## src/hw/bpu_pkg.sv

```systemverilog
`default_nettype none

package bpu_pkg;

    parameter int XLEN   = 32;
    parameter int HIST_W = 16; // low byte short history, high byte long history
    parameter int TAG_W  = 10;

    parameter logic [6:0] OPC_BRANCH = 7'b1100011;
    parameter logic [6:0] OPC_JAL    = 7'b1101111;

    // which table supplied the direction
    typedef enum logic [1:0] {
        PROV_BIMODAL = 2'd0,
        PROV_T0      = 2'd1,
        PROV_T1      = 2'd2
    } provider_e;

    typedef struct packed {
        logic       imm12;    // inst[31]
        logic [5:0] imm10_5;
        logic [4:0] rs2;
        logic [4:0] rs1;
        logic [2:0] funct3;
        logic [3:0] imm4_1;
        logic       imm11;    // inst[7]
        logic [6:0] opcode;
    } b_type_t;

    typedef struct packed {
        logic       imm20;    // inst[31]
        logic [9:0] imm10_1;
        logic       imm11;    // inst[20]
        logic [7:0] imm19_12;
        logic [4:0] rd;
        logic [6:0] opcode;
    } j_type_t;

    // one fetched word, read as B-type or J-type
    typedef union packed {
        b_type_t b;
        j_type_t j;
    } rv_inst_u;

    typedef struct packed {
        logic              is_ctrl;
        logic              taken;
        logic [XLEN-1:0]   target;
        provider_e         provider;
        logic [HIST_W-1:0] history; // snapshot handed back with the update
    } bpu_pred_t;

    typedef struct packed {
        logic              valid;   // one-cycle strobe per resolved branch
        logic              taken;
        logic              correct; // direction was right
        logic [XLEN-1:0]   pc;
        logic [XLEN-1:0]   target;
        logic [HIST_W-1:0] history;
        provider_e         provider;
    } bpu_update_t;

    typedef struct packed {
        logic [31:0] total;
        logic [31:0] correct;
        logic [31:0] bimodal_ok;
        logic [31:0] t0_ok;
        logic [31:0] t1_ok;
    } bpu_stats_t;

endpackage

`default_nettype wire

```

## src/hw/bpu_predecode.sv

```systemverilog
`default_nettype none

module bpu_predecode (
    input  wire bpu_pkg::rv_inst_u         inst_i,
    input  wire logic [bpu_pkg::XLEN-1:0]  pc_i,
    output logic                           is_branch_o,
    output logic                           is_jal_o,
    output logic [bpu_pkg::XLEN-1:0]       seq_pc_o,
    output logic [bpu_pkg::XLEN-1:0]       imm_target_o
);

    localparam int XLEN = bpu_pkg::XLEN;

    logic [XLEN-1:0] b_imm;
    logic [XLEN-1:0] j_imm;
    logic [XLEN-1:0] offset;

    // opcode sits in the same bits for both views
    assign is_branch_o = (inst_i.b.opcode == bpu_pkg::OPC_BRANCH);
    assign is_jal_o    = (inst_i.j.opcode == bpu_pkg::OPC_JAL);

    // B immediate, 13 bits with lsb zero
    assign b_imm = {
        {(XLEN-12){inst_i.b.imm12}},
        inst_i.b.imm11,
        inst_i.b.imm10_5,
        inst_i.b.imm4_1,
        1'b0
    };

    // J immediate, 21 bits with lsb zero
    assign j_imm = {
        {(XLEN-20){inst_i.j.imm20}},
        inst_i.j.imm19_12,
        inst_i.j.imm11,
        inst_i.j.imm10_1,
        1'b0
    };

    assign offset = is_jal_o ? j_imm : b_imm;

    assign seq_pc_o     = pc_i + XLEN'(4);
    assign imm_target_o = pc_i + offset; // only meaningful for branch or jal

endmodule

`default_nettype wire

```

## config.mk

```make
export PLATFORM = sky130hd
export DESIGN_NAME = bpu_predecode
export DESIGN_NICKNAME = d
export VERILOG_FILES = /design/src/hw/bpu_pkg.sv /design/src/hw/bpu_predecode.sv
export SDC_FILE = /design/constraint.sdc
export NUM_CORES = 1
export LEC_CHECK = 0
export BUFFER_PORTS_ARGS = -buffer_cell sky130_fd_sc_hd__buf_4
export CAP_MARGIN = 20
export CORE_UTILIZATION = 24
export DETAILED_ROUTE_END_ITERATION = 6
export RECOVER_POWER = 25
export SKIP_LAST_GASP = 1
export SYNTH_ARGS = -nofsm -noshare
export SYNTH_HDL_FRONTEND = slang
export SYNTH_SLANG_ARGS = --single-unit
```

## constraint.sdc

```tcl
create_clock -name vclk -period 4.1
set_input_delay 0.205 -clock vclk [all_inputs]
set_output_delay 0.205 -clock vclk [all_outputs]
set_load 0.1 [all_outputs]
```

==> impl_metrics.csv <==
group,metric,value,unit
status,status,"complete, no violations",
drt,vias,2993,
setup_path,cp-end-kind,"output pin",
placed_design,post_dp_cell_area,3730,µm²
grt,grt_pass1_vias,2741,
layout,seq_cells,0,
clock_network,hold_buffers,0,
logic_synthesis,yosys-top-cells-area,"ha_1 (17%), xnor2_1 (14%), a21o_1 (6.5%), a21oi_1 (5.5%), xor2_1 (5.0%)",
timing,worst_pin_slew,1200,ps
min_path,hold_path.class,"input port to output pin",
drt,first_pass_iters,4,
grt,grt_pass1_wl,13600,µm
timing,period_share,92.5,%
logic_synthesis,syn_avg_cell_area,7.04,µm²
layout,n_clock_buffer,0,
layout,ff_latch_area,0,µm²
layout,n_antenna_cell,0,
logic_synthesis,synth_cells,347,
die,rows,36,
timing,timing.fmax,264,MHz
layout,postLayoutCoreUtil,37.8,%
drt,avgRoutedWirePerCell,14.3,µm
logic_synthesis,ys_types,50,
drt,drcViolationCount,0,
setup_path,worst-setup-path-type,"input port to output pin",
logic_synthesis,ys_seq_area_share,0,%
layout,layout_common_cells,"buf_4 (116), ha_1 (34), nand2_1 (29)",
placed_design,gp_congestion,0.908,
layout,fin_nets,564,
timing,maxSlewHeadroom,20.1,%
grt,grt_antenna_before_repair,0,
drt,drt-total-wl,8540,µm
timing,rsz0062_at_grt,"yes",
die,boundaryPins,130,
die,core-area,9820,µm²
layout,area_delta_synth_final,51.9,%
placed_design,hpwl,7330,µm
min_path,hold_end,"seq_pc_o[0]",
setup_path,required,3890,ps
setup_path,setup.worst_path.start_class,"input port",
die,initial_core_util,24.9,%
drt,ant_nets,0,
die,die_x,103,µm
clock_network,cts_resized,0,
layout,final_common_cell,"buf_4",
grt,grt_use_total,15.7,%
drt,viasPerCell,5.02,
power,ir_drop,0.000185,V
logic_synthesis,synth_fp_nets,446,
layout,design_area,3710,µm²
logic_synthesis,syn_area,2440,µm²
logic_synthesis,netlist.area_leader.share,17.4,%
power,p_leak,1.72,nW
logic_synthesis,yosysWarningCount,0,
min_path,worstHoldStart,"pc_i[0]",
timing,layout_min_cycle_time,3790,ps
timing,setup_violations,0,
grt,grt_max_degree,15,
grt,grt-ovfl-total,0,
layout,drive_gt1_share,34.1,%
timing,finalHoldViolCount,0,
timing,timing.final.max_slew_violations,0,
timing,tns,0,ps
die,dieArea,10600,µm²
setup_path,critPathMaxFanout,4,
clock_network,post_cts_buffers,0,
run,cap_violations,0,
placed_design,io_buffer_count,127,
power,powerDensity,326,nW/µm²
drt,drtIter0Drc,202,
die,die_h,103,µm
setup_path,cp.arrival,3590,ps
logic_synthesis,yosys.area.top_type,"ha_1",
min_path,whs_path_depth,0,
==> routing by layer <==
layer	wire length [µm]	global-route usage [%]	share of wire (%)
met2	3890	26.0	46
met1	4210	23.5	49
met4	68	1.19	0.80
met3	362	0.407	4.2
met5	0	0	0
==> kinds of logic after synthesis <==
group / synth area share [%]
XOR/XNOR: 19.0
buffers and inverters: 4.45
AND/OR/NAND/NOR: 26.3
AO/OA/AOI/OAI: 29.7
multiplexers: 2.30
adder cells (fa/ha/maj): 18.2
==> cell type report <==
class	instances	area (µm²)
fillers	1100	6110
inverters	11	41.3
repair buffers	130	940
well taps	133	166
multi-input cells	322	2560
==> how the worst max path moves through the flow <==
stage | cells after the start | end | startpoint | slack (ps)
3_5_place_dp | 15 | imm_target_o[20] | inst_i[4] | 100
4_1_cts | 15 | imm_target_o[20] | inst_i[4] | 90
6_report | 16 | imm_target_o[27] | inst_i[4] | 310
5_1_grt | 15 | imm_target_o[30] | inst_i[4] | 0.3
3_3_place_gp | 15 | imm_target_o[20] | inst_i[4] | 80
2_1_floorplan | 13 | imm_target_o[30] | inst_i[6] | 30
==> per-stage QoR <==
step,setup WS [ps],power (W),instances,hold slack (ps)
6_report,305,0.00121,596,410
5_1_grt,0.327,0.00126,596,410
4_1_cts,94.3,0.00121,596,412
3_5_place_dp,105,0.00121,596,412
3_3_place_gp,82.9,0.00121,596,412
2_1_floorplan,33.8,0.000955,347,622
==> Yosys cell counts (2+ instances only) <==
cell type / instances
a211oi_1: 5
a211oi_2: 2
a21boi_1: 2
a21o_1: 21
a21oi_1: 27
a31oi_1: 4
and2_1: 2
and3_1: 7
and4_1: 3
and4_4: 3
buf_2: 3
buf_4: 3
clkbuf_1: 8
ha_1: 34
inv_1: 11
mux2_2: 5
nand2_1: 29
nand2b_1: 5
nand3_1: 17
nand4_1: 13
nor2_1: 22
nor2b_1: 7
nor3_1: 8
o2111ai_1: 3
o211ai_1: 5
o21a_1: 4
o21ai_0: 14
o21ai_1: 5
o21bai_1: 2
or4_1: 2
xnor2_1: 39
xor2_1: 14
==> critical path, stage by stage <==
cell and delay, ps:
buf_4 110, nor2b_1 100, nand4_1 120, nor2_1 250, mux2_2 380, ha_1 220
inv_1 80, fa_1 200, nand2b_1 150, a211oi_2 90, o21ai_1 240, o211ai_2 220
a211oi_2 500, nor3_1 110, or3b_1 370, buf_4 240
==> report_power, final <==
part / switching [W] / total [W] / internal, W / leakage (nW)
registers: 0 / 0 / 0 / 0
logic: 0.000897 / 0.00121 / 0.000311 / 1.72
clock network: 0 / 0 / 0 / 0
Power figures use the tool's default switching activity.
