`src/hw/bpu_pkg.sv`:
```
`default_nettype none

package bpu_pkg;

    parameter int XLEN   = 32;
    parameter int HIST_W = 16; // low byte short history, high byte long history
    parameter int TAG_W  = 10;

    parameter logic [6:0] OPC_BRANCH = 7'b1100011;
    parameter logic [6:0] OPC_JAL    = 7'b1101111;

    // which table supplied the direction
    typedef enum logic [1:0] {
        PROV_BIMODAL = 2'd0,
        PROV_T0      = 2'd1,
        PROV_T1      = 2'd2
    } provider_e;

    typedef struct packed {
        logic       imm12;    // inst[31]
        logic [5:0] imm10_5;
        logic [4:0] rs2;
        logic [4:0] rs1;
        logic [2:0] funct3;
        logic [3:0] imm4_1;
        logic       imm11;    // inst[7]
        logic [6:0] opcode;
    } b_type_t;

    typedef struct packed {
        logic       imm20;    // inst[31]
        logic [9:0] imm10_1;
        logic       imm11;    // inst[20]
        logic [7:0] imm19_12;
        logic [4:0] rd;
        logic [6:0] opcode;
    } j_type_t;

    // one fetched word, read as B-type or J-type
    typedef union packed {
        b_type_t b;
        j_type_t j;
    } rv_inst_u;

    typedef struct packed {
        logic              is_ctrl;
        logic              taken;
        logic [XLEN-1:0]   target;
        provider_e         provider;
        logic [HIST_W-1:0] history; // snapshot handed back with the update
    } bpu_pred_t;

    typedef struct packed {
        logic              valid;   // one-cycle strobe per resolved branch
        logic              taken;
        logic              correct; // direction was right
        logic [XLEN-1:0]   pc;
        logic [XLEN-1:0]   target;
        logic [HIST_W-1:0] history;
        provider_e         provider;
    } bpu_update_t;

    typedef struct packed {
        logic [31:0] total;
        logic [31:0] correct;
        logic [31:0] bimodal_ok;
        logic [31:0] t0_ok;
        logic [31:0] t1_ok;
    } bpu_stats_t;

endpackage

`default_nettype wire

```
`src/hw/bpu_stats.sv`:
```
`default_nettype none

module bpu_stats (
    input  wire logic                  clk,
    input  wire logic                  rst,
    input  wire bpu_pkg::bpu_pred_t    pred_i,
    input  wire logic                  btb_hit_i,
    input  wire bpu_pkg::bpu_update_t  upd_i,
    output bpu_pkg::bpu_stats_t        stats_o,
    output logic [31:0]                btb_hits_o,
    output logic [31:0]                btb_misses_o
);

    logic taken_ctrl;

    assign taken_ctrl = pred_i.is_ctrl && pred_i.taken;

    // resolved branch counters
    always_ff @(posedge clk or posedge rst) begin
        if (rst) begin
            stats_o <= '0;
        end else if (upd_i.valid) begin
            stats_o.total <= stats_o.total + 32'd1;
            if (upd_i.correct) begin
                stats_o.correct <= stats_o.correct + 32'd1;
                case (upd_i.provider)
                    bpu_pkg::PROV_T0: stats_o.t0_ok <= stats_o.t0_ok + 32'd1;
                    bpu_pkg::PROV_T1: stats_o.t1_ok <= stats_o.t1_ok + 32'd1;
                    default:          stats_o.bimodal_ok <= stats_o.bimodal_ok + 32'd1;
                endcase
            end
        end
    end

    // sampled every cycle the fetch side predicts a taken redirect
    always_ff @(posedge clk or posedge rst) begin
        if (rst) begin
            btb_hits_o   <= '0;
            btb_misses_o <= '0;
        end else if (taken_ctrl) begin
            if (btb_hit_i) begin
                btb_hits_o <= btb_hits_o + 32'd1;
            end else begin
                btb_misses_o <= btb_misses_o + 32'd1;
            end
        end
    end

endmodule

`default_nettype wire

```
`config.mk`:
```
export PLATFORM = sky130hd
export DESIGN_NAME = bpu_stats
export DESIGN_NICKNAME = d
export VERILOG_FILES = /design/src/hw/bpu_pkg.sv /design/src/hw/bpu_stats.sv
export SDC_FILE = /design/constraint.sdc
export NUM_CORES = 1
export LEC_CHECK = 0
export BUFFER_PORTS_ARGS = -buffer_cell sky130_fd_sc_hd__buf_2
export CORE_ASPECT_RATIO = 1.4
export CORE_MARGIN = 4
export CORE_UTILIZATION = 50
export CTS_CLUSTER_DIAMETER = 60
export CTS_CLUSTER_SIZE = 14
export DETAILED_ROUTE_END_ITERATION = 6
export HOLD_SLACK_MARGIN = 0.03
export PLACE_DENSITY_LB_ADDON = 0.08
export SLEW_MARGIN = 5
export SYNTH_ARGS = -nofsm -noshare
export SYNTH_HDL_FRONTEND = slang
export SYNTH_SLANG_ARGS = --single-unit
```
`constraint.sdc`:
```
create_clock -name clk -period 8.48 [get_ports clk]
set_input_delay 0.848 -clock clk [delete_from_list [all_inputs] [get_ports clk]]
set_output_delay 0.848 -clock clk [all_outputs]
set_load 0.02 [all_outputs]
```
==> results.txt <==
Max-slew headroom: 0.310
Worst reg2reg path depth: 6
Unique cell type count in the Yosys netlist: 34
Pre-CTS WS: 5.57 ns
Register clock-pin slew on the reported worst setup and hold paths: 0.07 ns
Setup violators final: 0
Clock share of power: 0.317
N_diodes: 0
Most frequent cells in the layout: buf_2 (232), dfrtp_1 (224), xnor2_1 (154)
Post_cts resized: 0
First-pass DRT Iterations: 4
Row count: 60
Combinational fraction of design power: 0.151
Post-Synthesis Cells: 867
Crit-path cells: buf_2, inv_1, ha_1, and4_1, nand3_1, nor4_1, nand3_1, xnor2_1
Via/cell ratio: 5.29
#FFs+latches synth: 224
Clk_skew: 0.00841 ns
Actual slew at the worst max-slew pin: 1.04 ns
Final Wtd Congestion: 0.796
Fill cells: 1650
CTS Hold Bufs: 0
Hold crit path type: reg -> reg
Sum Neg Setup Slack: 0 ns
RSZ-0062 raised after global routing: false
Top cell type by total area after synthesis: dfrtp_1
DRC: 0
Post-route setup slack: 6.11 ns
P_int: 1.68 mW
CTS tree: done
Reg power frac: 0.531
Crit start category: primary input
CTS Buffer Depth: 3
Mux cell area share after synthesis: 0.00683
Worst skew pair latency: 0.48 ns
LEAKAGE: 6.02 nW
Maximum fanout along the worst path: 7
Htree depth: 1
CP max stage delay: 0.60 ns
Slowest-stage cell, CP: nor4_1
Max Clk Rate: 422 MHz
Synth Area in Simple Gates: 0.210
All-layer global routing usage: 0.198
Setup crit end kind: register
Syn nets: 1016
Sequential area share after synthesis: 0.567
Routed WL: 21600 um
Initial antenna violation count: 0
Drt wl/cell: 15.9 um
Cells on Worst Hold Path: 1
Critical path data required time: 8.85 ns
Max cap viols: 0
Share of layout cells above drive strength 1: 0.248
Run status: complete, no violations
Sw Ratio: 0.293
Mapped Area: 9890 um2
Max-slew violations: 0
Worst VDD drop: 111 uV
Initial Util: 0.510
Final hold violation count: 0
Die extent in x: 127 um
Post-CTS setup buffer count: 0
Largest net degree at the start of global routing: 143
Total power: 2.38 mW
Antenna-violating nets left: 0
Clock period minus worst slack: 2.37 ns
Root buf cell: clkbuf_16
Crit path kind: in -> reg
Yosys warns: 0
Initial DRC Count: 292
Crit share post-route: 0.280
Post-synth top area share: 0.567
Core Area: 19400 um2
Dpl hpwl: 15800 um
Main combinational cell family by area after synthesis: simple AND/OR/NAND/NOR gates
Leading cell type in the layout, fill and taps excluded: buf_2
CP arrival: 2.74 ns
Adder-Cell Fraction of Synth Area: 0.0114
Clock sinks: 224
Vias in the first global route: 7198
IO buf count: 232
GR Overflow Total: 0
Synth Area per Inst: 11.4 um2
Compound-cell area share of the yosys netlist: 0
Vias: 7177
I/O Pins: 364
Post-layout nets: 1259
Crit-path most repeated cell: nand3_1
DIE AREA: 22100 um2
CTS Buf Count: 19
Post-synthesis xor/xnor area fraction: 0.192
First-pass GRT wire length: 37000 um
Hold_ws: 0.465 ns
DIE HEIGHT: 174 um
Top post-synthesis cells by area: dfrtp_1 (57%), xnor2_1 (14%), xor2_1 (5.6%), nand3_1 (4.5%), nand4_1 (3.7%)
Psw: 0.698 mW
P&R area growth vs syn: 19.4%
PD cells: 202 nW/um2
## power by group through the flow
stage	Clock [mW]	Combinational, mW	Sequential (mW)
2_1_floorplan	0	0.132	1.37
3_3_place_gp	0	0.361	1.28
3_5_place_dp	0	0.366	1.28
4_1_cts	0.781	0.367	1.27
5_1_grt	0.826	0.396	1.28
6_report	0.755	0.360	1.26
## per-stage QoR
stage	std cells	utilization	instance area, um2
floorplan	867	-	9890
global placement	1337	0.585	11300
detailed placement	1337	0.585	11300
CTS	1356	0.609	11800
global route	1356	0.609	11800
finish	1356	0.609	11800
## cell type report
class / instances / area, um2 / area share
well taps: 248 / 310 / 0.0263
inverters: 19 / 78.8 / 0.00668
flip-flops and latches: 224 / 5610 / 0.475
clock buffers: 19 / 475 / 0.0403
multi-input cells: 613 / 4160 / 0.353
repair buffers: 233 / 1170 / 0.0990
## cells by family (layout without fill, tap and decap cells)
family	count (synthesis)	after routing
XOR/XNOR	217	217
flip-flops	224	224
adder cells (fa/ha/maj)	9	9
multiplexers	6	6
buffers and inverters	30	271
AND/OR/NAND/NOR	381	381
## sequential cells by signal, summed over array words and instances, names as in the netlist
| signal | flops |
|---|---|
| stats_o | 160 |
| btb_hits_o | 32 |
| btb_misses_o | 32 |
## metal layers
metal | up-vias | part of all wire | GRT usage
li1 | 3431 | - | -
met4 | 0 | 0.023 | 0.0555
met2 | 176 | 0.49 | 0.330
met5 | - | 0 | 0
met1 | 3535 | 0.42 | 0.258
met3 | 35 | 0.069 | 0.0486
## worst max-delay path, delay by kind of cell
kind,cells,cell delay [ns]
simple gates,4,1.29
buf+inv,2,0.13
fa+ha+maj,1,0.31
xor+xnor,1,0.16
## final timing paths
kind | from | endpoint | slack (ns)
max | upd_i[0] | stats_o[89] | 6.11
min | stats_o[63] | stats_o[63] | 0.47
max reg2reg | btb_hits_o[0] | btb_hits_o[24] | 6.27
min reg2reg | stats_o[63] | stats_o[63] | 0.47
max in group asynchronous | rst | btb_misses_o[8] | 6.27
min in group asynchronous | rst | stats_o[116] | 0.55
## Yosys cell counts
cell / number
nor4b_4: 1
nand4_1: 58
nor4_2: 1
nor4_1: 10
nor2_1: 51
and3b_1: 2
mux2_2: 6
nor4b_1: 1
nor2b_1: 1
nor3_4: 1
inv_1: 19
nand3_1: 88
nand2_1: 80
dfrtp_1: 224
xnor2_1: 154
buf_2: 3
nor3_1: 21
nor4_4: 3
and3_1: 19
nand4_2: 1
clkbuf_1: 7
or2_2: 4
or4_1: 1
nand2b_1: 3
nor3_2: 2
or4_4: 2
buf_4: 1
nor3b_2: 1
and2_0: 1
ha_1: 9
and2_1: 10
and4_1: 17
xor2_1: 63
or3_1: 2
(Power assumes the default switching activity.)
